==> src/logic/dual_issue_macros.svh <==
`ifndef DUAL_ISSUE_MACROS_SVH
`define DUAL_ISSUE_MACROS_SVH

`define XLEN        32
`define REG_AW      5
`define RESET_PC    32'hBFC0_0000
`define IQ_DEPTH    8

// major opcodes
`define OP_SPECIAL  6'h00
`define OP_ADDIU    6'h09
`define OP_ORI      6'h0D
`define OP_LUI      6'h0F

// SPECIAL funct field
`define FN_ADDU     6'h21
`define FN_SUBU     6'h23
`define FN_AND      6'h24
`define FN_OR       6'h25
`define FN_XOR      6'h26
`define FN_SLT      6'h2A
`define FN_SLL      6'h00

`endif
==> src/logic/dual_issue_pkg.sv <==
`include "dual_issue_macros.svh"

package dual_issue_pkg;

    typedef enum logic [2:0] {
        ALU_ADD,
        ALU_SUB,
        ALU_AND,
        ALU_OR,
        ALU_XOR,
        ALU_SLT,
        ALU_SLL
    } alu_op_e;

    typedef struct packed {
        logic              valid;
        logic [`XLEN-1:0]  word0;
        logic [`XLEN-1:0]  word1;
    } fetch_resp_t;

    typedef struct packed {
        logic [`XLEN-1:0]  pc;
        logic [`XLEN-1:0]  inst;
    } iq_entry_t;

    // lui arrives here as sll of the zero-extended immediate by 16
    typedef struct packed {
        alu_op_e            alu_op;
        logic [`REG_AW-1:0] rs;
        logic [`REG_AW-1:0] rt;
        logic [`REG_AW-1:0] waddr;
        logic               wen;
        logic               use_imm;
        logic               use_shamt;
        logic [`XLEN-1:0]   imm;
        logic [4:0]         shamt;
    } decoded_t;

    typedef struct packed {
        logic              valid;
        logic [`XLEN-1:0]  pc;
        decoded_t          dec;
        logic [`XLEN-1:0]  rs_value;
        logic [`XLEN-1:0]  rt_value;
    } exec_slot_t;

    typedef struct packed {
        logic               valid;
        logic [`XLEN-1:0]   pc;
        logic               wen;
        logic [`REG_AW-1:0] waddr;
        logic [`XLEN-1:0]   wdata;
    } result_t;

    typedef struct packed {
        logic               valid;
        logic [`XLEN-1:0]   pc;
        logic [`REG_AW-1:0] waddr;
        logic [`XLEN-1:0]   wdata;
    } commit_t;

endpackage

==> src/logic/issue_ctrl.sv <==
`timescale 1ns/1ps
`include "dual_issue_macros.svh"

module issue_ctrl import dual_issue_pkg::*; #(
    parameter int CNT_W = $clog2(`IQ_DEPTH) + 1
) (
    input  logic [CNT_W-1:0] count_i,
    input  decoded_t         master_dec_i,
    input  decoded_t         slave_dec_i,
    output logic [1:0]       pop_count_o
);

    logic raw_hit;
    logic waw_hit;
    logic slave_dep;

    // slave reads or rewrites what the master is producing
    assign raw_hit   = (slave_dec_i.rs == master_dec_i.waddr)
                    || (slave_dec_i.rt == master_dec_i.waddr);
    assign waw_hit   = slave_dec_i.wen && (slave_dec_i.waddr == master_dec_i.waddr);
    assign slave_dep = master_dec_i.wen && (raw_hit || waw_hit);

    always_comb begin
        if (count_i == '0) begin
            pop_count_o = 2'd0;
        end else if (count_i == CNT_W'(1) || slave_dep) begin
            pop_count_o = 2'd1;
        end else begin
            pop_count_o = 2'd2;
        end
    end

endmodule

==> config.mk <==
export PLATFORM = sky130hd
export DESIGN_NAME = issue_ctrl
export DESIGN_NICKNAME = d
export VERILOG_FILES = /design/src/logic/dual_issue_pkg.sv /design/src/logic/issue_ctrl.sv
export VERILOG_INCLUDE_DIRS = /design/src /design/src/logic
export SDC_FILE = /design/constraint.sdc
export NUM_CORES = 1
export LEC_CHECK = 0
export ABC_AREA = 1
export ABC_CLOCK_PERIOD_IN_PS = 1400
export BUFFER_PORTS_ARGS = -buffer_cell sky130_fd_sc_hd__buf_2
export CAP_MARGIN = 0
export CORE_AREA = 2 2 47 49
export DETAILED_ROUTE_END_ITERATION = 10
export DIE_AREA = 0 0 49 51
export PLACE_DENSITY = 0.92
export SLEW_MARGIN = 20
export SYNTH_ARGS = -nofsm -noshare
export SYNTH_HDL_FRONTEND = slang
export SYNTH_SLANG_ARGS = --single-unit
==> constraint.sdc <==
create_clock -name vclk -period 1.4
set_input_delay 0.07 -clock vclk [all_inputs]
set_output_delay 0.07 -clock vclk [all_outputs]
set_load 0.05 [all_outputs]
## Word level (Yosys, flattened, before mapping)

Cells that the tools add are included.

| operators by class | value |
|---|---|
| reductions and logical operators | 6 |
| mux-type cells | 2 |
| equal/unequal tests | 4 |

Operators by type and width:

| cell | count |
|---|---|
| $eq A5 B5 Y1 | 3 |
| $eq A4 B1 Y1 const B | 1 |
| $logic_not A4 Y1 | 1 |
| $mux W2 | 2 |
| $logic_or A1 B1 Y1 | 3 |
| $logic_and A1 B1 Y1 | 2 |

| storage, ports and cells | value |
|---|---|
| output and inout bits | 2 |
| input bits | 120 |
| logic and storage cells | 12 |
| register bits after elaboration | 0 |

## Depth between registers and ports, before layout

| logic depth | value |
|---|---|
| depth in word-level cells | 7 |
| depth in mapped cells | 8 |
| mapped depth without buffers | 8 |

## Least setup slack after synthesis

No wires, ideal clock.

| timing | value |
|---|---|
| path kind | in2out |
| from | in master_dec_i[41] in the netlist's numbering |
| to | out pop_count_o[1] |
| cell stages on the path | 7 |
| buffers on the path | 0 |
| data required time | 1.330 ns |
| setup slack | 0.137 ns |
| arrival time | 1.193 ns |
| cell sequence | inv_1 -> nand2_1 -> nand2_1 -> nor2_1 -> nand3_1 -> nand3_2 -> a21oi_1 |

| between the ends | value |
|---|---|
| word-level cells in the longest chain between the ends | 7 |

RTL lines:

| item | line | text |
|---|---|---|
| from (decl) | issue_ctrl.sv:8 | `input decoded_t master_dec_i,` |
| $eq A5 B5 Y1 (on tied branches) | issue_ctrl.sv:18, issue_ctrl.sv:19, issue_ctrl.sv:20 |  |
| $logic_or A1 B1 Y1 / $logic_and A1 B1 Y1 (equally long branches) | issue_ctrl.sv:19, issue_ctrl.sv:20 |  |
| $logic_or A1 B1 Y1 (*) | issue_ctrl.sv:21 | `assign slave_dep = master_dec_i.wen && (raw_hit \|\| waw_hit);` |
| $logic_and A1 B1 Y1 (*) | issue_ctrl.sv:21 |  |
| $logic_or A1 B1 Y1 (*) | issue_ctrl.sv:26 | `end else if (count_i == CNT_W'(1) \|\| slave_dep) begin` |
| $mux W2 (*) | issue_ctrl.sv:26 |  |
| $mux W2 (*) | issue_ctrl.sv:24 | `if (count_i == '0) begin` |
| to (decl) | issue_ctrl.sv:10 | `output logic [1:0] pop_count_o` |

Mark *: on every way between the ends. The rest lies on a longest branch, timed or not.

## Worst setup path in the final report

| timing | value |
|---|---|
| from | in master_dec_i[42] in the netlist's numbering |
| to | out pop_count_o[0] |

Same word-level chain as after synthesis.

==> impl_metrics.tcl <==
set metrics [dict create \
    vias 478 \
    flops_and_latches 0 \
    grt_util_all_layers_pct 7.30 \
    yosys_warnings 0 \
    cts_hold_buf 0 \
    power_mw 0.137 \
    wl_per_cell_um 6.69 \
    yosys.area.top_type_share_pct 42.7 \
    layout_min_cycle_time_ns 1.14 \
    syn_nets 192 \
    area_growth_pct 56.9 \
    start_kind "input port" \
    layout-drive-gt1-share_pct 36.0 \
    post_cts_resized 0 \
    rsz0062_at_grt "false" \
    max_slew.worst_pin.slew_ns 0.235 \
    drv_cap 0 \
    ant_nets 0 \
    synth.avg_cell_area_um2 4.27 \
    antenna_found_initial 0 \
    syn_inst 72 \
    grt_overflow 0 \
    netlist_top_cells_area "nand2_1 43%, inv_1 16%, nor2_1 9.8%" \
    die_w_um 49 \
    grt_pass1_wl_um 1530 \
    slew_viol_final 0 \
    holdCritPathClass "input port to output port" \
    synthDistinctLibCells 13 \
    final-seq-area_um2 0 \
    worst_slack_ns 0.263 \
    required_ns 1.33 \
    row_count 17 \
    io_buffers 28 \
    dr_wl_met3_um 37 \
    arrival_ns 1.07 \
    route.met2.wl_um 438 \
    hold_depth 3 \
    dp_hpwl_um 824 \
    cp_max_fo 4 \
    crit_path_end_kind "output port" \
    clock.fmax_mhz 879 \
    n_clock_buffer 0 \
    via_per_inst 3.73 \
    drc 0 \
    finalSetupViolations 0 \
    final_nets 222 \
    dr.pass1.iters 3 \
    start_util_pct 14.9 \
    fin_crit_sh_pct 81.2 \
    grt_max_degree 5 \
    top_layer "met3" \
    die_y_um 51 \
    drt_iter0_markers 4 \
    antenna_cells 0 \
    post_cts.repair.setup_buffers 0 \
    tns_ns 0 \
    wl_met1_um 380 \
    wl_um 856 \
    slew_headroom_pct 84.2 \
    critical_path_class "input port to output port" \
    io_pins 122 \
    place_ws_ns 0.256 \
    syn-cell-area_um2 308 \
    hold_viol 0 \
    p_leak_nw 0.340 \
    core_area_um2 2060 \
    die_area_um2 2500 \
    first_global_vias 430 \
    gp_congestion 0.741 \
    synth-seq-area-share_pct 0 \
    ir_worst_vdd_v 0.0000925 \
    status "finished, final reports clean" \
    synth_top_cell_by_area "nand2_1" \
    cellPowerDensity_nw_per_um2 284 \
]
cell families after synthesis:
family | count (synthesis) | share of synthesized area [%]
XOR/XNOR | 3 | 8.54
AO/OA/AOI/OAI | 2 | 4.47
AND/OR/NAND/NOR | 50 | 66.3
buffers and inverters | 17 | 20.7
cell usage after synthesis:
library cell  instances
inv_1                13
xor2_1                1
inv_2                 4
xnor2_1               2
nand2_1              35
a21oi_2               1
nand3_1               3
nor2_1                8
nand3_2               1
a21oi_1               1
nor3_1                1
nor2_2                1
nand2_2               1
area by class of cell:
type | count | area (µm²)
Fill cell | 253 | 1580
Inverter | 17 | 63.8
Multi-Input combinational cell | 55 | 244
Tap cell | 28 | 35.0
Timing Repair Buffer | 28 | 140
placed cells by master, fill, tap and decap left out:
cell / count
inv_2: 4
inv_1: 13
nand3_2: 1
nor3_1: 1
nor2_1: 8
nand2_1: 35
a21oi_1: 1
nand2_2: 1
buf_2: 28
xnor2_1: 2
nand3_1: 3
xor2_1: 1
a21oi_2: 1
nor2_2: 1
path summary, 6_finish.rpt:
kind | startpoint | endpoint | slack, ns
max | master_dec_i[42] | pop_count_o[0] | 0.26
min | master_dec_i[39] | pop_count_o[1] | 0.50
worst max-delay path, cell delays in order:
cell	delay [ns]
buf_2	0.12
inv_2	0.05
nand2_1	0.05
nand2_1	0.05
nor2_1	0.12
nand3_1	0.09
nand3_2	0.10
nand2_2	0.05
a21oi_2	0.10
buf_2	0.26
through the flow:
stage | instance area (µm²) | cells | hold slack (ns) | utilization (%)
finish | 483 | 128 | 0.496 | 23.4
global route | 483 | 128 | 0.516 | 23.4
global placement | 483 | 128 | 0.489 | 23.4
floorplan | 308 | 72 | 0.342 | -
CTS | 483 | 128 | 0.496 | 23.4
detailed placement | 483 | 128 | 0.496 | 23.4
routing by layer:
layer / GRT usage, % / up-vias
met5: 0 / -
met4: 0 / 0
met3: 0 / 0
met2: 15.5 / 16
met1: 8.60 / 198
li1: - / 264
power by group:
part | switching, mW | total [mW] | internal (mW)
clock | 0 | 0 | 0
combinational | 0.0781 | 0.137 | 0.0591
sequential | 0 | 0 | 0
(Power assumes the default switching activity.)
