===== src/logic/dual_issue_macros.svh =====
`ifndef DUAL_ISSUE_MACROS_SVH
`define DUAL_ISSUE_MACROS_SVH

`define XLEN        32
`define REG_AW      5
`define RESET_PC    32'hBFC0_0000
`define IQ_DEPTH    8

// major opcodes
`define OP_SPECIAL  6'h00
`define OP_ADDIU    6'h09
`define OP_ORI      6'h0D
`define OP_LUI      6'h0F

// SPECIAL funct field
`define FN_ADDU     6'h21
`define FN_SUBU     6'h23
`define FN_AND      6'h24
`define FN_OR       6'h25
`define FN_XOR      6'h26
`define FN_SLT      6'h2A
`define FN_SLL      6'h00

`endif

===== src/logic/dual_issue_pkg.sv =====
`include "dual_issue_macros.svh"

package dual_issue_pkg;

    typedef enum logic [2:0] {
        ALU_ADD,
        ALU_SUB,
        ALU_AND,
        ALU_OR,
        ALU_XOR,
        ALU_SLT,
        ALU_SLL
    } alu_op_e;

    typedef struct packed {
        logic              valid;
        logic [`XLEN-1:0]  word0;
        logic [`XLEN-1:0]  word1;
    } fetch_resp_t;

    typedef struct packed {
        logic [`XLEN-1:0]  pc;
        logic [`XLEN-1:0]  inst;
    } iq_entry_t;

    // lui arrives here as sll of the zero-extended immediate by 16
    typedef struct packed {
        alu_op_e            alu_op;
        logic [`REG_AW-1:0] rs;
        logic [`REG_AW-1:0] rt;
        logic [`REG_AW-1:0] waddr;
        logic               wen;
        logic               use_imm;
        logic               use_shamt;
        logic [`XLEN-1:0]   imm;
        logic [4:0]         shamt;
    } decoded_t;

    typedef struct packed {
        logic              valid;
        logic [`XLEN-1:0]  pc;
        decoded_t          dec;
        logic [`XLEN-1:0]  rs_value;
        logic [`XLEN-1:0]  rt_value;
    } exec_slot_t;

    typedef struct packed {
        logic               valid;
        logic [`XLEN-1:0]   pc;
        logic               wen;
        logic [`REG_AW-1:0] waddr;
        logic [`XLEN-1:0]   wdata;
    } result_t;

    typedef struct packed {
        logic               valid;
        logic [`XLEN-1:0]   pc;
        logic [`REG_AW-1:0] waddr;
        logic [`XLEN-1:0]   wdata;
    } commit_t;

endpackage


===== src/logic/inst_decoder.sv =====
`timescale 1ns/1ps
`include "dual_issue_macros.svh"

module inst_decoder import dual_issue_pkg::*; (
    input  logic [`XLEN-1:0] inst_i,
    output decoded_t         dec_o
);

    logic [5:0]  opcode;
    logic [5:0]  funct;
    logic [15:0] imm16;
    logic        known;

    assign opcode = inst_i[31:26];
    assign funct  = inst_i[5:0];
    assign imm16  = inst_i[15:0];

    always_comb begin
        known           = 1'b0;
        dec_o.alu_op    = ALU_ADD;
        dec_o.rs        = inst_i[25:21];
        dec_o.rt        = inst_i[20:16];
        dec_o.waddr     = inst_i[15:11];
        dec_o.use_imm   = 1'b0;
        dec_o.use_shamt = 1'b0;
        dec_o.imm       = {{(`XLEN - 16){imm16[15]}}, imm16};
        dec_o.shamt     = inst_i[10:6];
        case (opcode)
            `OP_SPECIAL: begin
                known = 1'b1;
                case (funct)
                    `FN_ADDU: dec_o.alu_op = ALU_ADD;
                    `FN_SUBU: dec_o.alu_op = ALU_SUB;
                    `FN_AND:  dec_o.alu_op = ALU_AND;
                    `FN_OR:   dec_o.alu_op = ALU_OR;
                    `FN_XOR:  dec_o.alu_op = ALU_XOR;
                    `FN_SLT:  dec_o.alu_op = ALU_SLT;
                    `FN_SLL: begin
                        dec_o.alu_op    = ALU_SLL;
                        dec_o.use_shamt = 1'b1;
                    end
                    default:  known = 1'b0;
                endcase
            end
            `OP_ADDIU, `OP_ORI, `OP_LUI: begin
                known         = 1'b1;
                dec_o.waddr   = inst_i[20:16];
                dec_o.use_imm = 1'b1;
                if (opcode == `OP_ORI) begin
                    dec_o.alu_op = ALU_OR;
                    dec_o.imm    = {{(`XLEN - 16){1'b0}}, imm16};
                end else if (opcode == `OP_LUI) begin
                    // immediate shifted up by 16 in the ALU
                    dec_o.alu_op    = ALU_SLL;
                    dec_o.use_shamt = 1'b1;
                    dec_o.shamt     = 5'd16;
                    dec_o.imm       = {{(`XLEN - 16){1'b0}}, imm16};
                end
            end
            default: known = 1'b0;
        endcase
        // $0 target behaves as a nop
        dec_o.wen = known && (dec_o.waddr != '0);
    end

endmodule


===== config.mk =====
export PLATFORM = sky130hd
export DESIGN_NAME = inst_decoder
export DESIGN_NICKNAME = d
export VERILOG_FILES = /design/src/logic/dual_issue_pkg.sv /design/src/logic/inst_decoder.sv
export VERILOG_INCLUDE_DIRS = /design/src /design/src/logic
export SDC_FILE = /design/constraint.sdc
export NUM_CORES = 1
export LEC_CHECK = 0
export BUFFER_PORTS_ARGS = -buffer_cell sky130_fd_sc_hd__buf_4
export CAP_MARGIN = 0
export CORE_MARGIN = 2
export CORE_UTILIZATION = 37
export DETAILED_ROUTE_END_ITERATION = 12
export PLACE_DENSITY = 0.95
export SLEW_MARGIN = 10
export SYNTH_ARGS = -nofsm -noshare
export SYNTH_HDL_FRONTEND = slang
export SYNTH_SLANG_ARGS = --single-unit

===== constraint.sdc =====
create_clock -name vclk -period 1.4
set_input_delay 0.14 -clock vclk [all_inputs]
set_output_delay 0.14 -clock vclk [all_outputs]
set_load 0.01 [all_outputs]

Word level (Yosys, flattened, before mapping) --
Index checks and enable logic that the tools add are counted.
Storage, ports and cells: register bits 0, bits of input ports 32, output and inout port bits 58
Operators by class: equality and inequality tests 9, muxes and demuxes 15, reductions and logical operators 6
Operators by type and width (count):
- $mux W38 | 1
- $mux W37 | 1
- $eq A6 B6 Y1 const B | 6
- $mux W32 | 1
- $eq A6 B4 Y1 const B | 3
- $pmux W3 S6 | 1
- $logic_not A6 Y1 | 2
- $mux W5 | 2
- $reduce_or A7 Y1 | 1
- $mux W3 | 2
- $pmux W3 S2 | 1
- $reduce_bool A5 Y1 | 1
- $mux W1 | 4
- $pmux W1 S2 | 2
- $reduce_or A3 Y1 | 1
- $logic_and A1 B1 Y1 | 1

Depth between registers and ports, before layout --
depth after elaboration 5, gate-level depth with buffers 5, depth with buffers taken out 4

Worst setup path after synthesis --
Ideal clock, no wire load.
path kind input to output, start point input port inst_i[31], end point output port dec_o[22] (netlist name), data arrival time 0.956 ns, required time 1.260 ns, path slack 0.304 ns, stages 4, buffers on the path 1, cell sequence nor2_4 -> nand4_2 -> and2_1 -> buf_4
RTL lines:
- start, declared | RTL line inst_decoder.sv:5 | input logic [`XLEN-1:0] inst_i,
- end, declared | RTL line inst_decoder.sv:6 | output decoded_t dec_o

==> results.yml <==
min_path:
  hold_path_end: "dec_o[52]"
  min-delay-start: "inst_i[23]"
  hold_class: "input port to output pin"
  holdPathStages: 0
timing:
  tightest_slew_ns: 0.468
  layout_min_cycle_time_ns: 1.33
  slew_headroom: 0.688
  hold_viol: 0
  final.setup.tns_ns: 0
  rsz0062_at_grt: "false"
  setup_viol: 0
  min_period_over_period: 0.951
  max_freq_mhz: 751
  slew_violations: 0
power_and_ir_drop:
  fin_total_pwr_w: 0.000322
  peakVddDrop_v: 0.000177
  power_density_nw_per_um2: 317
  p_leak_nw: 0.525
final_layout:
  final_layout_size_suffix_gt1_frac: 0.762
  final_core_util: 0.576
  antenna_cells: 0
  design.seq.count: 0
  syn_to_final_growth_pct: 42.2
  fin_cells: 151
  fill_cells: 172
  fin_area_sq_um: 1020
  ff_latch_area_sq_um: 0
  nClkBuffers: 0
  fin_nets: 160
synthesis:
  synthSimpleGateAreaFrac: 0.215
  synth_top_family_by_area: "buffers and inverters"
  synth.area.mux_share: 0.0788
  synth_top_area_cell: "buf_4"
  synth_fp_nets: 122
  syn_inst: 90
  synth_common_cells: "buf_4 (42), and2_1 (5), mux2_2 (5)"
  synth_xor_area_frac: 0.0368
  synth_fa_ha_area_frac: 0
  synth_cell_type_count: 31
  synth_top_area_share: 0.441
  synth-compound-area-share: 0.180
  synth_seq_area_share: 0
  synthesis.area_sq_um: 714
  synth_area_per_cell_sq_um: 7.94
  ys_warn_count: 0
  synth.most_common_cell: "buf_4"
  synth.area.top_cells: "buf_4 (44%), mux2_2 (7.9%), o32ai_2 (4.6%)"
global_route:
  grt_usage: 0.144
  grt_pass1_vias: 591
  antenna_found_initial: 0
  grt_max_degree: 17
  grt-busiest-layer: "met2"
  use_met1: 0.147
  grt_pass1_wl_microns: 2480
  grt_use_met3: 0.0113
  met2_usage: 0.320
  gr-total-overflow: 0
drt:
  num_vias: 733
  ant_nets: 0
  first_iter_violations: 8
  via_per_inst: 4.85
  wirelength_microns: 2050
  drt_pass1_iterations: 4
  routedWlPerCell_microns: 13.5
  remaining_drc_errors: 0
clock_tree:
  postCtsResizedCells: 0
  postCtsHoldBufs: 0
  cts_setup_buffers: 0
floorplan:
  io_pins: 90
  core_sq_um: 1760
  dieHeight_microns: 47.9
  dieWidth_microns: 47.9
  start_util: 0.405
  rows: 15
  die_area_sq_um: 2300
setup_path:
  start_kind: "input port"
  crit_path_end_kind: "output pin"
  required_ns: 1.26
  critPathMaxFanout: 7
  arrival_ns: 1.19
  critPathKind: "input port to output pin"
placed_design:
  dp_cells: 151
  placed_cell_area_sq_um: 1010
  detailed_place_hpwl_microns: 1740
  gp_congestion: 0.710
  io_buffers: 80
run:
  maxCapViolations: 0
status:
  outcome: "finished clean"
-- power breakdown --
group,internal (W),switching (W)
logic,0.000175,0.000147
clock network,0,0
registers,0,0
-- critical path, cell delays in order --
cell and delay [ns]:
buf_4 0.12, nor2_4 0.15, nand4_2 0.19, or2_4 0.30
and2_1 0.16, buf_4 0.14
-- how the worst max path moves through the flow --
stage | from | end | slack [ns] | cells past startpoint
3_3_place_gp | inst_i[27] | dec_o[43] | 0.09 | 5
2_1_floorplan | inst_i[31] | dec_o[22] | 0.30 | 4
5_1_grt | inst_i[31] | dec_o[28] | 0.02 | 5
6_report | inst_i[31] | dec_o[1] | 0.07 | 6
3_5_place_dp | inst_i[27] | dec_o[40] | 0.08 | 5
4_1_cts | inst_i[27] | dec_o[40] | 0.08 | 5
-- routing by layer --
| metal | share of wire | vias to the layer above |
|---|---|---|
| li1 | - | 344 |
| met1 | 0.32 | 316 |
| met2 | 0.54 | 73 |
| met3 | 0.14 | 0 |
| met4 | 0 | 0 |
| met5 | 0 | - |
-- cell usage in the layout (no fill, tap or decap), drive strengths merged, types with 2 or more instances in the layout --
cell type / instances
and2: 5
nor2: 5
nand3: 2
a21oi: 2
mux2: 5
buf: 80
nor3: 2
inv: 3
xor2: 2
o32ai: 3
or4: 2
or2: 2
-- kinds of logic (layout without fill, tap and decap cells) --
group	count (synthesis)	after routing
AO/OA/AOI/OAI	12	12
XOR/XNOR	3	3
buffers and inverters	47	83
multiplexers	5	5
AND/OR/NAND/NOR	23	23
-- cell type report --
class                           count  area, sq um  area share
Tap cell                           25         31.3      0.0308
Multi-Input combinational cell     43          373       0.367
Timing Repair Buffer               80          601       0.591
Inverter                            3         11.3      0.0111
-- per-stage QoR --
stage,hold slack (ns),setup slack (ns)
floorplan,0.358,0.304
global placement,0.280,0.0918
detailed placement,0.280,0.0823
CTS,0.280,0.0802
global route,0.280,0.0221
finish,0.280,0.0683
Power figures use the tool's default switching activity.
