<file path="config.mk">
export PLATFORM = sky130hd
export DESIGN_NAME = forward_unit
export DESIGN_NICKNAME = d
export VERILOG_FILES = /design/src/logic/dual_issue_pkg.sv /design/src/logic/forward_unit.sv
export VERILOG_INCLUDE_DIRS = /design/src /design/src/logic
export SDC_FILE = /design/constraint.sdc
export NUM_CORES = 1
export LEC_CHECK = 0
export BUFFER_PORTS_ARGS = -buffer_cell sky130_fd_sc_hd__buf_2
export CAP_MARGIN = 10
export CORE_AREA = 2 2 219 221
export DETAILED_ROUTE_END_ITERATION = 8
export DIE_AREA = 0 0 221 223
export PLACE_DENSITY_LB_ADDON = 0.1
export SLEW_MARGIN = 20
export SYNTH_ARGS = -nofsm -noshare
export SYNTH_HDL_FRONTEND = slang
export SYNTH_SLANG_ARGS = --single-unit
</file>
<file path="constraint.sdc">
create_clock -name vclk -period 2.45
set_input_delay 0.49 -clock vclk [all_inputs]
set_output_delay 0.49 -clock vclk [all_outputs]
set_load 0.02 [all_outputs]
</file>
<file path="src/logic/dual_issue_macros.svh">
`ifndef DUAL_ISSUE_MACROS_SVH
`define DUAL_ISSUE_MACROS_SVH

`define XLEN        32
`define REG_AW      5
`define RESET_PC    32'hBFC0_0000
`define IQ_DEPTH    8

// major opcodes
`define OP_SPECIAL  6'h00
`define OP_ADDIU    6'h09
`define OP_ORI      6'h0D
`define OP_LUI      6'h0F

// SPECIAL funct field
`define FN_ADDU     6'h21
`define FN_SUBU     6'h23
`define FN_AND      6'h24
`define FN_OR       6'h25
`define FN_XOR      6'h26
`define FN_SLT      6'h2A
`define FN_SLL      6'h00

`endif
</file>
<file path="src/logic/dual_issue_pkg.sv">
`include "dual_issue_macros.svh"

package dual_issue_pkg;

    typedef enum logic [2:0] {
        ALU_ADD,
        ALU_SUB,
        ALU_AND,
        ALU_OR,
        ALU_XOR,
        ALU_SLT,
        ALU_SLL
    } alu_op_e;

    typedef struct packed {
        logic              valid;
        logic [`XLEN-1:0]  word0;
        logic [`XLEN-1:0]  word1;
    } fetch_resp_t;

    typedef struct packed {
        logic [`XLEN-1:0]  pc;
        logic [`XLEN-1:0]  inst;
    } iq_entry_t;

    // lui arrives here as sll of the zero-extended immediate by 16
    typedef struct packed {
        alu_op_e            alu_op;
        logic [`REG_AW-1:0] rs;
        logic [`REG_AW-1:0] rt;
        logic [`REG_AW-1:0] waddr;
        logic               wen;
        logic               use_imm;
        logic               use_shamt;
        logic [`XLEN-1:0]   imm;
        logic [4:0]         shamt;
    } decoded_t;

    typedef struct packed {
        logic              valid;
        logic [`XLEN-1:0]  pc;
        decoded_t          dec;
        logic [`XLEN-1:0]  rs_value;
        logic [`XLEN-1:0]  rt_value;
    } exec_slot_t;

    typedef struct packed {
        logic               valid;
        logic [`XLEN-1:0]   pc;
        logic               wen;
        logic [`REG_AW-1:0] waddr;
        logic [`XLEN-1:0]   wdata;
    } result_t;

    typedef struct packed {
        logic               valid;
        logic [`XLEN-1:0]   pc;
        logic [`REG_AW-1:0] waddr;
        logic [`XLEN-1:0]   wdata;
    } commit_t;

endpackage

</file>
<file path="src/logic/forward_unit.sv">
`timescale 1ns/1ps
`include "dual_issue_macros.svh"

module forward_unit import dual_issue_pkg::*; (
    input  logic [`REG_AW-1:0] master_rs_i,
    input  logic [`REG_AW-1:0] master_rt_i,
    input  logic [`REG_AW-1:0] slave_rs_i,
    input  logic [`REG_AW-1:0] slave_rt_i,
    input  logic [`XLEN-1:0]   rf_master_rs_i,
    input  logic [`XLEN-1:0]   rf_master_rt_i,
    input  logic [`XLEN-1:0]   rf_slave_rs_i,
    input  logic [`XLEN-1:0]   rf_slave_rt_i,
    input  result_t            e_master_i,
    input  result_t            e_slave_i,
    input  result_t            m_master_i,
    input  result_t            m_slave_i,
    output logic [`XLEN-1:0]   master_rs_value_o,
    output logic [`XLEN-1:0]   master_rt_value_o,
    output logic [`XLEN-1:0]   slave_rs_value_o,
    output logic [`XLEN-1:0]   slave_rt_value_o
);

    // youngest producer first, W handled inside the regfile
    function automatic logic [`XLEN-1:0] pick(input logic [`REG_AW-1:0] addr,
                                              input logic [`XLEN-1:0]   rf_data);
        if (e_slave_i.wen && e_slave_i.waddr == addr) begin
            return e_slave_i.wdata;
        end else if (e_master_i.wen && e_master_i.waddr == addr) begin
            return e_master_i.wdata;
        end else if (m_slave_i.wen && m_slave_i.waddr == addr) begin
            return m_slave_i.wdata;
        end else if (m_master_i.wen && m_master_i.waddr == addr) begin
            return m_master_i.wdata;
        end
        return rf_data;
    endfunction

    always_comb begin
        master_rs_value_o = pick(master_rs_i, rf_master_rs_i);
        master_rt_value_o = pick(master_rt_i, rf_master_rt_i);
        slave_rs_value_o  = pick(slave_rs_i, rf_slave_rs_i);
        slave_rt_value_o  = pick(slave_rt_i, rf_slave_rt_i);
    end

endmodule

</file>
After elaboration in Yosys (flattened, before gate mapping) --
Index checks and enable logic that the tools add are counted. W data, S select, Z words.
Storage, ports and cells: register bits 0, output and inout bits 128, bits of input ports 432, logic and storage cells 68
Operators by class: equality and inequality tests 16, reduce and logical (&&, ||, !) cells 16, multiplexer cells 36
Operators by type and width (count):
- $mux W32 | 20
- $eq A5 B5 Y1 | 16
- $logic_and A1 B1 Y1 | 16
- $mux W1 | 16

Depth between registers and ports, before layout --
depth after elaboration 7, mapped depth 9

Least setup slack after synthesis --
OpenSTA, ideal clock, no wires.
path type in2out, start point input master_rs_i[1], end point output master_rs_value_o[11], arrival 2.190 ns, stages on the path 7, setup slack -0.230 ns, path through xor2_1 > nor4_2 > and2_0 > clkbuf_1 > clkbuf_1 > o31ai_1 > o221ai_1
Between the ends: longest elaborated chain between the ends 7, elaborated cells on any way between the ends 16, classes of those cells 4 x eq/ne; 8 x mux; 4 x reduce/logical
RTL lines:
- from (decl) | line forward_unit.sv:5 | input logic [`REG_AW-1:0] master_rs_i,
- $eq A5 B5 Y1 | line forward_unit.sv:32 | end else if (m_master_i.wen && m_master_i.waddr == addr) begin
- $logic_and A1 B1 Y1 | line forward_unit.sv:32
- $mux W1 | line forward_unit.sv:32
- $mux W1 | line forward_unit.sv:30 | end else if (m_slave_i.wen && m_slave_i.waddr == addr) begin
- $mux W1 | line forward_unit.sv:28 | end else if (e_master_i.wen && e_master_i.waddr == addr) begin
- $mux W1 | line forward_unit.sv:26 | if (e_slave_i.wen && e_slave_i.waddr == addr) begin
- $mux W32 * | line forward_unit.sv:35 | return rf_data;
- to (decl) | line forward_unit.sv:17 | output logic [`XLEN-1:0] master_rs_value_o,
Every way passes the cells marked *; elsewhere a longest branch is shown, timed or not.

Final worst setup path --
start point input m_slave_i[35] (netlist bit), end point output master_rt_value_o[29]
Between the ends: longest elaborated chain between the ends 6, elaborated cells on any way between the ends 9, classes of those cells 1 x eq/ne; 7 x mux; 1 x reduce/logical
RTL lines:
- from (decl) | line forward_unit.sv:16 | input result_t m_slave_i,
- $eq A5 B5 Y1 * | line forward_unit.sv:30
- $logic_and A1 B1 Y1 * | line forward_unit.sv:30
- $mux W32 / $mux W1 (equally long branches) | line forward_unit.sv:30
- $mux W32 / $mux W1 (equally long branches) | line forward_unit.sv:28
- $mux W32 / $mux W1 (equally long branches) | line forward_unit.sv:26
- $mux W32 * | line forward_unit.sv:35
- to (decl) | line forward_unit.sv:18 | output logic [`XLEN-1:0] master_rt_value_o,
Marks and branches as above.

==> parameters.txt <==
Parameter                              Value

Timing
  Actual transition at the worst max-transition pin ... 0.453 ns
  Time the final worst path needs with I/O delays and setup ... 2.90 ns
  Final total negative setup slack ... -45.38 ns
  Worst Slack Setup Final ... -0.450 ns
  Hold violation total from the final report ... 0
  Final critical-path share of the clock period ... 1.18
  Achievable clock frequency ... 345 MHz
  Fin Hold WS ... 1.36 ns
  Rel. slew slack ... 0.696
  Final number of setup-violating endpoints ... 128
  Setup repair after global routing missed its margin ... true
  Count of pins over their slew limit ... 0

Worst setup path
  CP Data Arrival Time ... 2.41 ns
  Kind of critical path ... in -> out
  Crit path cell chain ... buf_8, xor2_2, nor4_2, buf_4, buf_12, buf_8, buf_16, and3_1, o31ai_2, buf_4, o221ai_4, buf_6
  Critical Path Max Stage Delay ... 0.35 ns
  Data required time at the worst endpoint ... 1.96 ns
  Cell with the largest stage delay on the worst path ... sky130_fd_sc_hd__nor4_2
  Worst Setup Start Kind ... input pin
  Buffers & Inverters on Critical Path ... 7
  Kind of end point of the critical path ... primary output
  CP max FO ... 8
  Top delay family on crit path ... buffers and inverters

Global routing
  Overall routing resource usage ... 0.248
  Total gr overflow ... 0
  Wire length of the first global-routing pass ... 91500 um
  Via count of the first global-routing pass ... 12700
  Number of antenna violations at the first check in global routing ... 5
  Largest net degree at the start of global routing ... 33

Detailed routing
  DRT Wirelength ... 66200 um
  Number of DRC markers in iteration 0 ... 722
  Via Count ... 12300
  Post-route ant nets ... 0
  # DRC ... 0
  Via count normalized by instance count ... 5.17
  Routed length per instance ... 27.9 um
  Drt pass-1 iters ... 5

Yosys
  Net count after synthesis ... 1606
  Most instantiated library cell after synthesis ... sky130_fd_sc_hd__nand2_1
  Synth top area share ... 0.114
  Fraction of the yosys area taken by sequential cells ... 0
  Number of distinct library cells after synthesis ... 35
  Number of warnings printed during yosys synthesis ... 0
  Post-Synthesis Mean Instance Area ... 6.33 um^2
  Top post-synthesis cells by area ... sky130_fd_sc_hd__o221ai_1 11%, sky130_fd_sc_hd__a21boi_0 9.4%, sky130_fd_sc_hd__and3_1 8.5%
  Top cells by count, synth ... 134 x sky130_fd_sc_hd__nand2_1, 129 x sky130_fd_sc_hd__inv_1, 124 x sky130_fd_sc_hd__clkbuf_1, 101 x sky130_fd_sc_hd__and3_1, 97 x sky130_fd_sc_hd__o221ai_1
  Instance count of the mapped netlist ... 1174
  Area of the mapped netlist ... 0.00743 mm^2
  Cell accounting for the most synthesized area ... sky130_fd_sc_hd__o221ai_1

Place
  Gp weighted congestion ... 0.821
  DP Area ... 0.0144 mm^2
  HPWL after detailed placement ... 45500 um
  Pre-CTS WS ... -0.795 ns
  Count of input and output buffers ... 428

Floorplan
  Horizontal die dimension ... 221 um
  Y dimension of the die ... 223 um
  Full die area ... 0.0493 mm^2
  Count of boundary I/O pins ... 560
  Area inside the core boundary ... 0.0471 mm^2
  # rows ... 80
  Initial cell density of the core ... 0.158

Run status
  Run status ... finished, violations left
  Failing checks ... setup timing

Cells and area
  Total non-filler cell area in the finished layout ... 0.0184 mm^2
  Area taken by flip-flops and latches ... 0 um^2
  Signed area change from the synthesized netlist to the final layout ... 148%
  Final-layout clock buffer total ... 0
  Total number of sequential cells ... 0
  Final layout net count ... 2190
  Share of post-route cells with drive strength above 1 ... 0.620

Clock network
  CTS Hold Buffers Added ... 0

Power
  Largest voltage drop on the vdd net ... 0.117 mV
  Power per unit of standard cell area ... 224 mW/mm^2
  LEAKAGE ... 7.48 nW
  Power Total ... 4.13 mW

Min path
  Hold Path Class ... in -> out

Flow run
  Max-cap violations ... 0
worst paths after layout:
check	startpoint	depth (start not counted)	slack, ns	end
max	m_slave_i[35]	12	-0.45	master_rt_value_o[29]
min	e_slave_i[20]	4	1.36	slave_rt_value_o[20]
final cells by class:
class              instances  area, um^2
diodes                     3        7.51
repair buffers           721        7230
well taps                615         769
multi-input cells        906        9940
fillers                 4769       28700
inverters                129         484
cells in the final DEF (no fill, tap or decap), types with 11 or more instances in the layout:
cell type / synthesis / layout
sky130_fd_sc_hd__o221ai_4: 0 / 124
sky130_fd_sc_hd__buf_12: 0 / 87
sky130_fd_sc_hd__o31ai_1: 83 / 20
sky130_fd_sc_hd__o21ai_0: 31 / 30
sky130_fd_sc_hd__a21boi_1: 0 / 27
sky130_fd_sc_hd__and3_1: 101 / 73
sky130_fd_sc_hd__nor3_1: 33 / 31
sky130_fd_sc_hd__nand3b_1: 78 / 78
sky130_fd_sc_hd__nand3_1: 41 / 37
sky130_fd_sc_hd__buf_2: 12 / 267
sky130_fd_sc_hd__inv_1: 129 / 129
sky130_fd_sc_hd__a22o_1: 15 / 11
sky130_fd_sc_hd__buf_4: 0 / 142
sky130_fd_sc_hd__a21boi_0: 93 / 40
sky130_fd_sc_hd__xor2_2: 0 / 21
sky130_fd_sc_hd__a31o_2: 34 / 31
sky130_fd_sc_hd__buf_6: 3 / 178
sky130_fd_sc_hd__o31ai_2: 0 / 37
sky130_fd_sc_hd__xor2_1: 57 / 29
sky130_fd_sc_hd__and3_4: 0 / 27
sky130_fd_sc_hd__buf_16: 0 / 23
sky130_fd_sc_hd__a21boi_2: 0 / 23
sky130_fd_sc_hd__buf_8: 0 / 15
sky130_fd_sc_hd__nand2_1: 134 / 126
sky130_fd_sc_hd__o31ai_4: 0 / 26
sky130_fd_sc_hd__xnor2_1: 23 / 15
repair_timing:
action                                  in CTS  in global routing
setup buffers                               47                 34
endpoints found under the setup margin     128                128
hold endpoints to repair                     0                  0
gates cloned                                23                  9
gates resized for setup                    492                234
pin swaps                                  101                112
metrics by stage:
step           instances  utilization
2_1_floorplan       1174            -
3_3_place_gp        2302        0.306
3_5_place_dp        2302        0.306
5_1_grt             2372        0.391
4_1_cts             2359        0.366
6_report            2374        0.391
tightest hold or removal path, cell delays in order:
cell and delay [ns]:
sky130_fd_sc_hd__buf_2 0.11, sky130_fd_sc_hd__nand2_1 0.08, sky130_fd_sc_hd__o221ai_4 0.07, sky130_fd_sc_hd__buf_6 0.12
cells by family (layout without fill, tap and decap cells):
| kind of cell | after synthesis | in the layout | synth area share |
|---|---|---|---|
| AND/OR/NAND/NOR | 423 | 423 | 0.317 |
| AO/OA/AOI/OAI | 402 | 402 | 0.447 |
| other | 0 | 3 | 0 |
| multiplexers | 1 | 1 | 0.00135 |
| XOR/XNOR | 80 | 80 | 0.0943 |
| buffers and inverters | 268 | 850 | 0.140 |
layer usage:
metal	track usage	vias to the layer above	routed length (um)
li1	-	5558	-
met1	0.340	6103	29400
met2	0.421	539	31800
met3	0.0275	79	3740
met4	0.0450	6	1270
met5	0	-	38
power breakdown:
group,internal (mW),switching [mW],total (mW),leakage (nW)
Clock,0.000000138,0,0.000000138,0.0000190
Combinational,2.01,2.12,4.13,7.48
Sequential,0,0,0,0
(Power assumes the default switching activity.)
