--- src/logic/dual_issue_macros.svh ---
`ifndef DUAL_ISSUE_MACROS_SVH
`define DUAL_ISSUE_MACROS_SVH

`define XLEN        32
`define REG_AW      5
`define RESET_PC    32'hBFC0_0000
`define IQ_DEPTH    8

// major opcodes
`define OP_SPECIAL  6'h00
`define OP_ADDIU    6'h09
`define OP_ORI      6'h0D
`define OP_LUI      6'h0F

// SPECIAL funct field
`define FN_ADDU     6'h21
`define FN_SUBU     6'h23
`define FN_AND      6'h24
`define FN_OR       6'h25
`define FN_XOR      6'h26
`define FN_SLT      6'h2A
`define FN_SLL      6'h00

`endif
--- src/logic/dual_issue_pkg.sv ---
`include "dual_issue_macros.svh"

package dual_issue_pkg;

    typedef enum logic [2:0] {
        ALU_ADD,
        ALU_SUB,
        ALU_AND,
        ALU_OR,
        ALU_XOR,
        ALU_SLT,
        ALU_SLL
    } alu_op_e;

    typedef struct packed {
        logic              valid;
        logic [`XLEN-1:0]  word0;
        logic [`XLEN-1:0]  word1;
    } fetch_resp_t;

    typedef struct packed {
        logic [`XLEN-1:0]  pc;
        logic [`XLEN-1:0]  inst;
    } iq_entry_t;

    // lui arrives here as sll of the zero-extended immediate by 16
    typedef struct packed {
        alu_op_e            alu_op;
        logic [`REG_AW-1:0] rs;
        logic [`REG_AW-1:0] rt;
        logic [`REG_AW-1:0] waddr;
        logic               wen;
        logic               use_imm;
        logic               use_shamt;
        logic [`XLEN-1:0]   imm;
        logic [4:0]         shamt;
    } decoded_t;

    typedef struct packed {
        logic              valid;
        logic [`XLEN-1:0]  pc;
        decoded_t          dec;
        logic [`XLEN-1:0]  rs_value;
        logic [`XLEN-1:0]  rt_value;
    } exec_slot_t;

    typedef struct packed {
        logic               valid;
        logic [`XLEN-1:0]   pc;
        logic               wen;
        logic [`REG_AW-1:0] waddr;
        logic [`XLEN-1:0]   wdata;
    } result_t;

    typedef struct packed {
        logic               valid;
        logic [`XLEN-1:0]   pc;
        logic [`REG_AW-1:0] waddr;
        logic [`XLEN-1:0]   wdata;
    } commit_t;

endpackage

--- src/logic/lane_alu.sv ---
`timescale 1ns/1ps
`include "dual_issue_macros.svh"

module lane_alu import dual_issue_pkg::*; (
    input  exec_slot_t slot_i,
    output result_t    res_o
);

    logic [`XLEN-1:0] op_a;
    logic [`XLEN-1:0] op_b;
    logic [`XLEN-1:0] alu_y;

    assign op_a = slot_i.dec.use_shamt ? {{(`XLEN - 5){1'b0}}, slot_i.dec.shamt}
                                       : slot_i.rs_value;
    assign op_b = slot_i.dec.use_imm ? slot_i.dec.imm : slot_i.rt_value;

    always_comb begin
        case (slot_i.dec.alu_op)
            ALU_ADD: alu_y = op_a + op_b;
            ALU_SUB: alu_y = op_a - op_b;
            ALU_AND: alu_y = op_a & op_b;
            ALU_OR:  alu_y = op_a | op_b;
            ALU_XOR: alu_y = op_a ^ op_b;
            ALU_SLT: alu_y = {{(`XLEN - 1){1'b0}}, $signed(op_a) < $signed(op_b)};
            ALU_SLL: alu_y = op_b << op_a[4:0];
            default: alu_y = '0;
        endcase
    end

    // idle slot never claims a write
    assign res_o.valid = slot_i.valid;
    assign res_o.pc    = slot_i.pc;
    assign res_o.wen   = slot_i.valid && slot_i.dec.wen;
    assign res_o.waddr = slot_i.dec.waddr;
    assign res_o.wdata = alu_y;

endmodule

--- config.mk ---
export PLATFORM = sky130hd
export DESIGN_NAME = lane_alu
export DESIGN_NICKNAME = d
export VERILOG_FILES = /design/src/logic/dual_issue_pkg.sv /design/src/logic/lane_alu.sv
export VERILOG_INCLUDE_DIRS = /design/src /design/src/logic
export SDC_FILE = /design/constraint.sdc
export NUM_CORES = 1
export LEC_CHECK = 0
export BUFFER_PORTS_ARGS = -buffer_cell sky130_fd_sc_hd__buf_4
export CAP_MARGIN = 5
export CELL_PAD_IN_SITES_DETAIL_PLACEMENT = 2
export CELL_PAD_IN_SITES_GLOBAL_PLACEMENT = 2
export CORE_UTILIZATION = 32
export DETAILED_ROUTE_END_ITERATION = 6
export GPL_ROUTABILITY_DRIVEN = 0
export PLACE_DENSITY_LB_ADDON = 0.3
export SETUP_SLACK_MARGIN = 0.5
export SLEW_MARGIN = 20
export SYNTH_ARGS = -nofsm -noshare
export SYNTH_HDL_FRONTEND = slang
export SYNTH_SLANG_ARGS = --single-unit
--- constraint.sdc ---
create_clock -name vclk -period 7.4
set_input_delay 0.37 -clock vclk [all_inputs]
set_output_delay 0.37 -clock vclk [all_outputs]
set_load 0.05 [all_outputs]
After elaboration in Yosys (flattened, before gate mapping)
Cells that the tools add are included.

storage, ports and cells
  register bits = 0
  output and inout port bits = 71
  word-level logic and storage cells = 18

operators by class
  add/subtract/negate cells = 2
  magnitude comparators = 1
  eq/ne operators = 6
  shifts and indexed selects = 1
  mux-type cells = 3
  bitwise logic cells = 3
  reduce and logical (&&, ||, !) cells = 2

operators by type and width
  kind                                                  count
  one-hot mux 32 bit (7 select lines)                   1
  2-to-1 mux 32 bit                                     2
  adder 32 bit                                          1
  AND 32 bit                                            1
  < comparator 32 bit                                   1
  bitwise OR 32 bit                                     1
  << shifter 32 x 5 -> 32 bit                           1
  subtractor 32 bit                                     1
  bitwise XOR 32 bit                                    1
  equality test 3 bit (second input constant)           3
  equality test 3 x 2 -> 1 bit (second input constant)  2
  equality test 3 x 1 -> 1 bit (second input constant)  1
  zero test 3 bit                                       1
  logical AND 1 bit                                     1

Longest topological paths before layout
Gate-level depths: netlist (run 1).

  depth after elaboration = 3
  depth in mapped cells = 16

Least setup slack after synthesis (run 1)
No wires, ideal clock.

  path type = in2out
  start = in slot_i[101] in the netlist's numbering
  end = out res_o[28] in the netlist's numbering
  data arrival time = 4.898 ns
  required time = 7.030 ns
  path slack = 2.132 ns
  stages on the path = 15
  path through = buf_6 -> mux2i_1 -> clkbuf_1 -> clkbuf_1 -> buf_1 -> ha_1 -> buf_2 -> nor2b_1 -> o31ai_1 -> a311oi_1 -> a211oi_1 -> o31ai_1 -> a21boi_0 -> or4_1 -> a21boi_0

RTL lines
  element          RTL line       text
  start, declared  lane_alu.sv:5  input exec_slot_t slot_i,
  end, declared    lane_alu.sv:6  output result_t res_o

==> results.toml, run 1 <==
[grt]
grt_overflow_total = 0
grt_first_pass_wirelength_um = 55500
grt_max_degree = 45
grt_pass1_vias = 9464
grt_usage_pct = 29.1
antenna_found_initial = 0

[synth]
yosysSeqAreaShare_pct = 0
synth_area_leaders = "ha_1 17%, mux2i_1 11%, a21oi_1 6.8%, nand2_1 4.6%, inv_1 4.5%"
yosysWarnings = 0
synth_cell_types = 73
synth_top_area_cell = "ha_1"
syn_inst = 1165
synth_fp_nets = 1428
yosysTopAreaCellShare_pct = 17.0
avgSynthCellArea_um2 = 6.69
netlist_area_um2 = 7790

[setup_path]
crit_path_end_kind = "primary output"
cp-start-kind = "input pin"
arrival_ps = 5300
path_max_fanout = 32
critical_path_required_ps = 7030
worstSetupPathType = "input pin to primary output"

[floorplan]
core-area_um2 = 23700
die_h_um = 158
initial_core_util_pct = 32.9
ios = 226
die_w_um = 158
die_area_um2 = 25000
num_rows = 56

[detailed_routing]
wl_um = 37200
vias = 9328
avgViaCountPerCell = 6.08
drt_first_pass_iters = 5
wl_per_cell_um = 24.3
drtIter0Drc = 706
drcViolationCount = 0
ant_nets = 0

[placed_design]
port-buffer-count = 142
dpl.hpwl_um = 29800

[timing]
finalHoldViolCount = 0
slew_headroom_pct = 27.5
period_minus_slack_ps = 5670
fmax_mhz = 176
maxSlewViolCount = 0
setup_viol = 0
tns_ps = 0
max_slew.worst_pin.slew_ps = 1080
rsz0062_at_grt = "false"
fin_crit_sh_pct = 76.6

[cts]
cts.repair.resized = 0
cts_hold_buf = 0
cts_setup_buffers = 0

[final_layout]
final_cell_mix = "166 x buf_4, 106 x a21oi_1, 106 x ha_1"
syn_to_final_growth_pct = 13.5
regArea_um2 = 0
final_common_cell = "buf_4"
nFlopsAndLatches = 0
fillers = 2964
drive_gt1_share_pct = 16.3
nets = 1480
clkbuf_count = 0
antenna_cells = 0

[pwr]
leakagePower_nw = 4.16
vdd_drop_max_mv = 0.0542
total_power_w = 0.000955
cellPowerDensity_nw_per_um2 = 108

[hold_path]
hold_start = "slot_i[133]"
hold_path.class = "input pin to primary output"
whs_path_depth = 0
worstHoldEndpoint = "res_o[49]"

[outcome]
status = "complete, no violations"

[run]
cap_violations = 0
synthesized netlist by cell type (9+ instances only):
cell type,number
a211oi_1,23
a21o_1,20
a21oi_1,106
a22oi_1,16
a31oi_1,14
buf_1,11
buf_2,11
buf_4,41
clkbuf_1,50
ha_1,106
inv_1,94
mux2_2,9
mux2i_1,86
nand2_1,95
nand2b_1,20
nand3_1,15
nor2_1,84
nor2b_1,40
nor3_1,27
o211ai_1,23
o21a_1,9
o21ai_0,67
o221ai_1,15
o22ai_1,23
xnor2_1,16
metrics by stage:
stage | instance area [µm²] | util (%) | instances | hold WS, ps | setup slack (ps)
after floorplan | 7790 | - | 1165 | 907 | 2130
after global placement | 8840 | 37.3 | 1534 | 740 | 1910
after detailed placement | 8840 | 37.3 | 1534 | 740 | 1800
after CTS | 8840 | 37.3 | 1534 | 740 | 1760
after global routing | 8840 | 37.3 | 1534 | 740 | 1520
final | 8840 | 37.3 | 1534 | 740 | 1730
routing by layer:
| layer | part of all wire, % | routed length [µm] | up-vias | track usage [%] |
|---|---|---|---|---|
| met1 | 46 | 17000 | 4685 | 40.1 |
| met3 | 5.5 | 2040 | 62 | 2.03 |
| met2 | 46 | 17000 | 305 | 48.1 |
| li1 | - | - | 4276 | - |
| met5 | 0 | 0 | - | 0 |
| met4 | 3.1 | 1140 | 0 | 8.61 |
worst max-delay path by stage:
stage | start | end | slack, ps | cells past startpoint
2_1_floorplan | slot_i[101] | res_o[28] | 2130 | 15
3_3_place_gp | slot_i[101] | res_o[24] | 1910 | 17
3_5_place_dp | slot_i[101] | res_o[24] | 1800 | 17
4_1_cts | slot_i[101] | res_o[24] | 1760 | 17
5_1_grt | slot_i[101] | res_o[24] | 1520 | 17
6_report | slot_i[101] | res_o[24] | 1730 | 17
cell type report:
type                            instances  area (µm²)  share of cell area, %
Inverter                               98         373                   4.22
Tap cell                              319         399                   4.52
Timing Repair Buffer                  166        1250                   14.1
Multi-Input combinational cell        951        6820                   77.2
logic make-up after synthesis:
kind of cell,Yosys count,synth area share [%]
AO/OA/AOI/OAI,395,33.4
XOR/XNOR,20,2.25
adder cells (fa/ha/maj),108,17.5
buffers and inverters,214,12.8
multiplexers,101,13.9
AND/OR/NAND/NOR,327,20.1
critical path: stages:
cell       delay [ps]
buf_4             390
mux2i_4           110
buf_4             280
inv_6             230
ha_1              240
inv_1              70
fa_1              440
nor2b_1           250
o31ai_1           200
a311oi_1          680
a2111oi_0         280
o41ai_1           770
a31oi_1           280
o22ai_1           200
nor3_1             70
a21oi_1           180
buf_4             230
power breakdown:
part	switching, W	internal, W
sequential	0	0
clock	0	0
combinational	0.000627	0.000328
Power figures use the tool's default switching activity.
==> inputs of run 2 (changes only) <==
ABC_AREA = 1   (was not set)
CORE_UTILIZATION = 24   (was 32)
clock period = 4.7 ns   (was 7.4 ns; I/O delays follow)
==> results.toml, run 2 <==
[outcome]
status = "complete, no violations"

[setup_path]
cp-start-kind = "input pin"
arrival_ps = 3620
worstSetupPathType = "input pin to primary output"
path_max_fanout = 39
crit_path_end_kind = "primary output"
critical_path_required_ps = 4470

[detailed_routing]
vias = 12400
ant_nets = 0
drcViolationCount = 0
wl_per_cell_um = 21.1
drt_first_pass_iters = 5
drtIter0Drc = 594
wl_um = 50700
avgViaCountPerCell = 5.14

[placed_design]
port-buffer-count = 142
dp_cells = 2408
dpl.hpwl_um = 43800
place_ws_ps = 821

[final_layout]
final_cell_mix = "673 x nand2_1, 290 x nand3_1, 275 x inv_1"
drive_gt1_share_pct = 10.2
clkbuf_count = 0
fillers = 4994
nFlopsAndLatches = 0
nets = 2162
antenna_cells = 0
regArea_um2 = 0
syn_to_final_growth_pct = 11.2
stdcell_count = 2408
final_common_cell = "nand2_1"

[run]
cap_violations = 0

[pwr]
cellPowerDensity_nw_per_um2 = 152
vdd_drop_max_mv = 0.0548
total_power_w = 0.00157
leakagePower_nw = 6.03

[grt]
grt_first_pass_wirelength_um = 76000
grt_max_degree = 40
grt_overflow_total = 0
antenna_found_initial = 0
grt_usage_pct = 25.5
grt_pass1_vias = 13100

[synth]
synth_fp_nets = 2114
synth_top_area_cell = "nand2_1"
synth_common_cells = "673 x nand2_1, 290 x nand3_1, 275 x inv_1, 121 x nor2_1, 106 x ha_1"
synth_cell_types = 48
synth_most_common_cell = "nand2_1"
avgSynthCellArea_um2 = 5.02
yosysTopAreaCellShare_pct = 27.2
netlist_area_um2 = 9300
yosysSeqAreaShare_pct = 0
syn_inst = 1851
synth_area_leaders = "nand2_1 27%, nand3_1 16%, ha_1 14%, inv_1 11%, nor2_1 4.9%"
yosysWarnings = 0

[timing]
holdWs_ps = 470
slew_headroom_pct = 27.5
period_minus_slack_ps = 3860
fmax_mhz = 259
rsz0062_at_grt = "false"
max_slew.worst_pin.slew_ps = 1080
tns_ps = 0
worst_slack_ps = 841
setup_viol = 0
fin_crit_sh_pct = 82.1
maxSlewViolCount = 0
finalHoldViolCount = 0

[floorplan]
die_w_um = 199
die_area_um2 = 39500
initial_core_util_pct = 24.5
die_h_um = 199
core-area_um2 = 37900
num_rows = 71
ios = 226

[hold_path]
hold_path.class = "input pin to primary output"

[cts]
cts_setup_buffers = 0
cts.repair.resized = 0
cts_hold_buf = 0
## run 2: changes by cell type after synthesis, sizes merged, moves of 21 or more
| cell | change |
|---|---|
| a21oi | -31 |
| nor2 | +39 |
| nand2 | +587 |
| o21ai | -28 |
| nand4 | +28 |
| mux2i | -87 |
| nor2b | -40 |
| clkbuf | -43 |
| buf | +38 |
| o211ai | -21 |
| nand3 | +275 |
| inv | +191 |
| a211oi | -22 |
## run 2: final cells by class
| class | count | area (µm²) | share of cell area (%) |
|---|---|---|---|
| Multi-Input combinational cell | 1452 | 7420 | 71.8 |
| Timing Repair Buffer | 157 | 1180 | 11.4 |
| Inverter | 288 | 1090 | 10.6 |
| Tap cell | 511 | 639 | 6.19 |
## run 2: stage by stage
| step | util, % | area (µm²) |
|---|---|---|
| floorplan | - | 9300 |
| global placement | 27.2 | 10300 |
| detailed placement | 27.2 | 10300 |
| CTS | 27.2 | 10300 |
| global route | 27.2 | 10300 |
| finish | 27.2 | 10300 |
## run 2: routing by layer
metal | vias to the layer above | routed length [µm] | global-route usage (%)
li1 | 5928 | - | -
met1 | 6045 | 23500 | 34.3
met2 | 330 | 22900 | 42.0
met3 | 75 | 2640 | 2.97
met4 | 0 | 1710 | 7.95
met5 | - | 0 | 0
## run 2: kinds of logic after synthesis
kind of cell | Yosys count | share of synthesized area [%]
AOI/OAI and AO/OA | 178 | 11.3
xor gates and xnor gates | 3 | 0.283
adders and majority gates | 108 | 14.7
buffers and inverters | 399 | 20.2
and+or+nand+nor | 1163 | 53.5
## run 2: final timing paths
| check | start | endpoint | slack (ps) | cells past startpoint |
|---|---|---|---|---|
| worst max-delay path | slot_i[102] | res_o[29] | 840 | 16 |
| worst min-delay path | slot_i[107] | res_o[35] | 470 | 0 |
## run 2: worst max-delay path: stages
cell and delay (ps):
buf_4 210, inv_4 320, nand2_1 90, nand2_1 230, inv_1 110, ha_1 420
inv_1 130, a21oi_1 380, nand3_1 410, nand2_1 200, nand3_1 170, nand2_1 150
nand3_1 90, nand3_1 100, nand3_1 100, buf_4 220
## run 2: power by group
group / total [W] / switching (W) / internal, W
clock network: 0 / 0 / 0
logic: 0.00157 / 0.00113 / 0.000440
registers: 0 / 0 / 0
total: 0.00157 / 0.00113 / 0.000440
==> inputs of run 3 (changes only) <==
CORE_UTILIZATION = 27   (was 24)
clock period = 3.9 ns   (was 4.7 ns; I/O delays follow)
==> results.toml, run 3 (synthesis gave the netlist of run 2 again) <==
[floorplan]
initial_core_util_pct = 27.6
core-area_um2 = 33700
num_rows = 67
die_w_um = 188
ios = 226
die_area_um2 = 35200
die_h_um = 188

[final_layout]
antenna_cells = 0
final_cell_mix = "668 x nand2_1, 289 x nand3_1, 275 x inv_1"
final_common_cell = "nand2_1"
finalInstanceArea_um2 = 10500
regArea_um2 = 0
clkbuf_count = 0
nets = 2183
nFlopsAndLatches = 0
drive_gt1_share_pct = 12.5
syn_to_final_growth_pct = 13.4

[setup_path]
crit_cells = 16
crit_chain = "buf_6 -> clkinv_8 -> nand2_1 -> nand2_2 -> inv_1 -> ha_1 -> o21ai_0 -> and2_1 -> nand2_1 -> nand3_1 -> nand2_1 -> nand2_1 -> nand2_1 -> nand3_1 -> nand4_1 -> buf_4"
slowest_delay_ps = 500
crit_path_frequent_cell = "nand2_1"
critical_path_required_ps = 3700
worstSetupPathType = "input pin to primary output"
arrival_ps = 3090
path_max_fanout = 26
path_delay_family = "simple AND/OR/NAND/NOR gates"
path_buf_inv = 4
cp-start-kind = "input pin"
slowest_stage = "o21ai_0"
crit_path_end_kind = "primary output"

[grt]
grt_busiest_layer = "met2"
grt_use_met1_pct = 38.7
grtUsageMet2_pct = 47.3
grt_overflow_total = 0
antenna_found_initial = 0
grt_use_met3_pct = 2.13
grt_max_degree = 36
grt_pass1_vias = 13400
grt_usage_pct = 28.4
grt_first_pass_wirelength_um = 77100

[hold_path]
hold_path.class = "input pin to primary output"
whs_path_depth = 0

[timing]
fin_crit_sh_pct = 84.4
tns_ps = 0
rsz0062_at_grt = "true"
period_minus_slack_ps = 3290
slew_headroom_pct = 34.6
max_slew.worst_pin.slew_ps = 978
maxSlewViolCount = 0
finalHoldViolCount = 0
setup_viol = 0
fmax_mhz = 304

[detailed_routing]
ant_nets = 0
avgViaCountPerCell = 5.32
vias = 12600
drcViolationCount = 0
wl_um = 51300
drtIter0Drc = 610
wl_per_cell_um = 21.7
drt_first_pass_iters = 5

[placed_design]
dpl.hpwl_um = 44300
post_dp_cell_area_um2 = 10400
port-buffer-count = 142

[pwr]
switchingPower_w = 0.00139
cellPowerDensity_nw_per_um2 = 186
leakagePower_nw = 6.13
intPower_w = 0.000571
clkPwrFrac_pct = 0
combPwrFrac_pct = 100.0
pwr-share-seq_pct = 0
p_sw_share_pct = 70.9
vdd_drop_max_mv = 0.0706

[cts]
cts_hold_buf = 0

[outcome]
status = "complete, no violations"

[run]
cap_violations = 0
## run 3: cell types whose count changed in the layout (fill, tap and decap cells not counted), moves of 3 or more
cell / change
buf_4: +18
a21oi_1: -4
nand2_2: +5
ha_1: -11
buf_6: +3
nand2_1: -5
ha_2: +9
a21oi_2: +4
## run 3: area by class of cell
| type | instances | area [µm²] |
|---|---|---|
| well taps | 448 | 561 |
| inverters | 288 | 1120 |
| multi-input cells | 1452 | 7520 |
| fillers | 4527 | 23200 |
| repair buffers | 178 | 1350 |
## run 3: final timing paths
kind	from	slack, ps	to
worst min-delay path	slot_i[128]	390	res_o[44]
worst max-delay path	slot_i[102]	610	res_o[19]
## run 3: metal layers
layer,up-vias,wire (µm)
met5,-,0
met1,6163,23800
met4,0,1620
li1,5976,-
met3,76,2390
met2,369,23500
## run 3: metrics by stage
stage	hold slack, ps	setup slack (ps)	total power, W	utilization [%]	std cells
2_1_floorplan	557	999	0.00133	-	1851
3_3_place_gp	390	493	0.00184	30.9	2365
3_5_place_dp	390	405	0.00191	30.9	2365
4_1_cts	390	510	0.00192	30.9	2365
5_1_grt	390	471	0.00212	31.3	2366
6_report	390	610	0.00197	31.3	2366
## run 3: power groups by stage
stage	combinational (W)	clock, W	sequential [W]
final	0.00197	0	0
after global routing	0.00212	0	0
after CTS	0.00192	0	0
after detailed placement	0.00191	0	0
after global placement	0.00184	0	0
after floorplan	0.00133	0	0
## run 3: repair_timing
item | in CTS | in global routing
resized for setup | 5 | 35
setup endpoints to repair | 12 | 24
pin swaps | 0 | 1
buffers inserted | 0 | 1
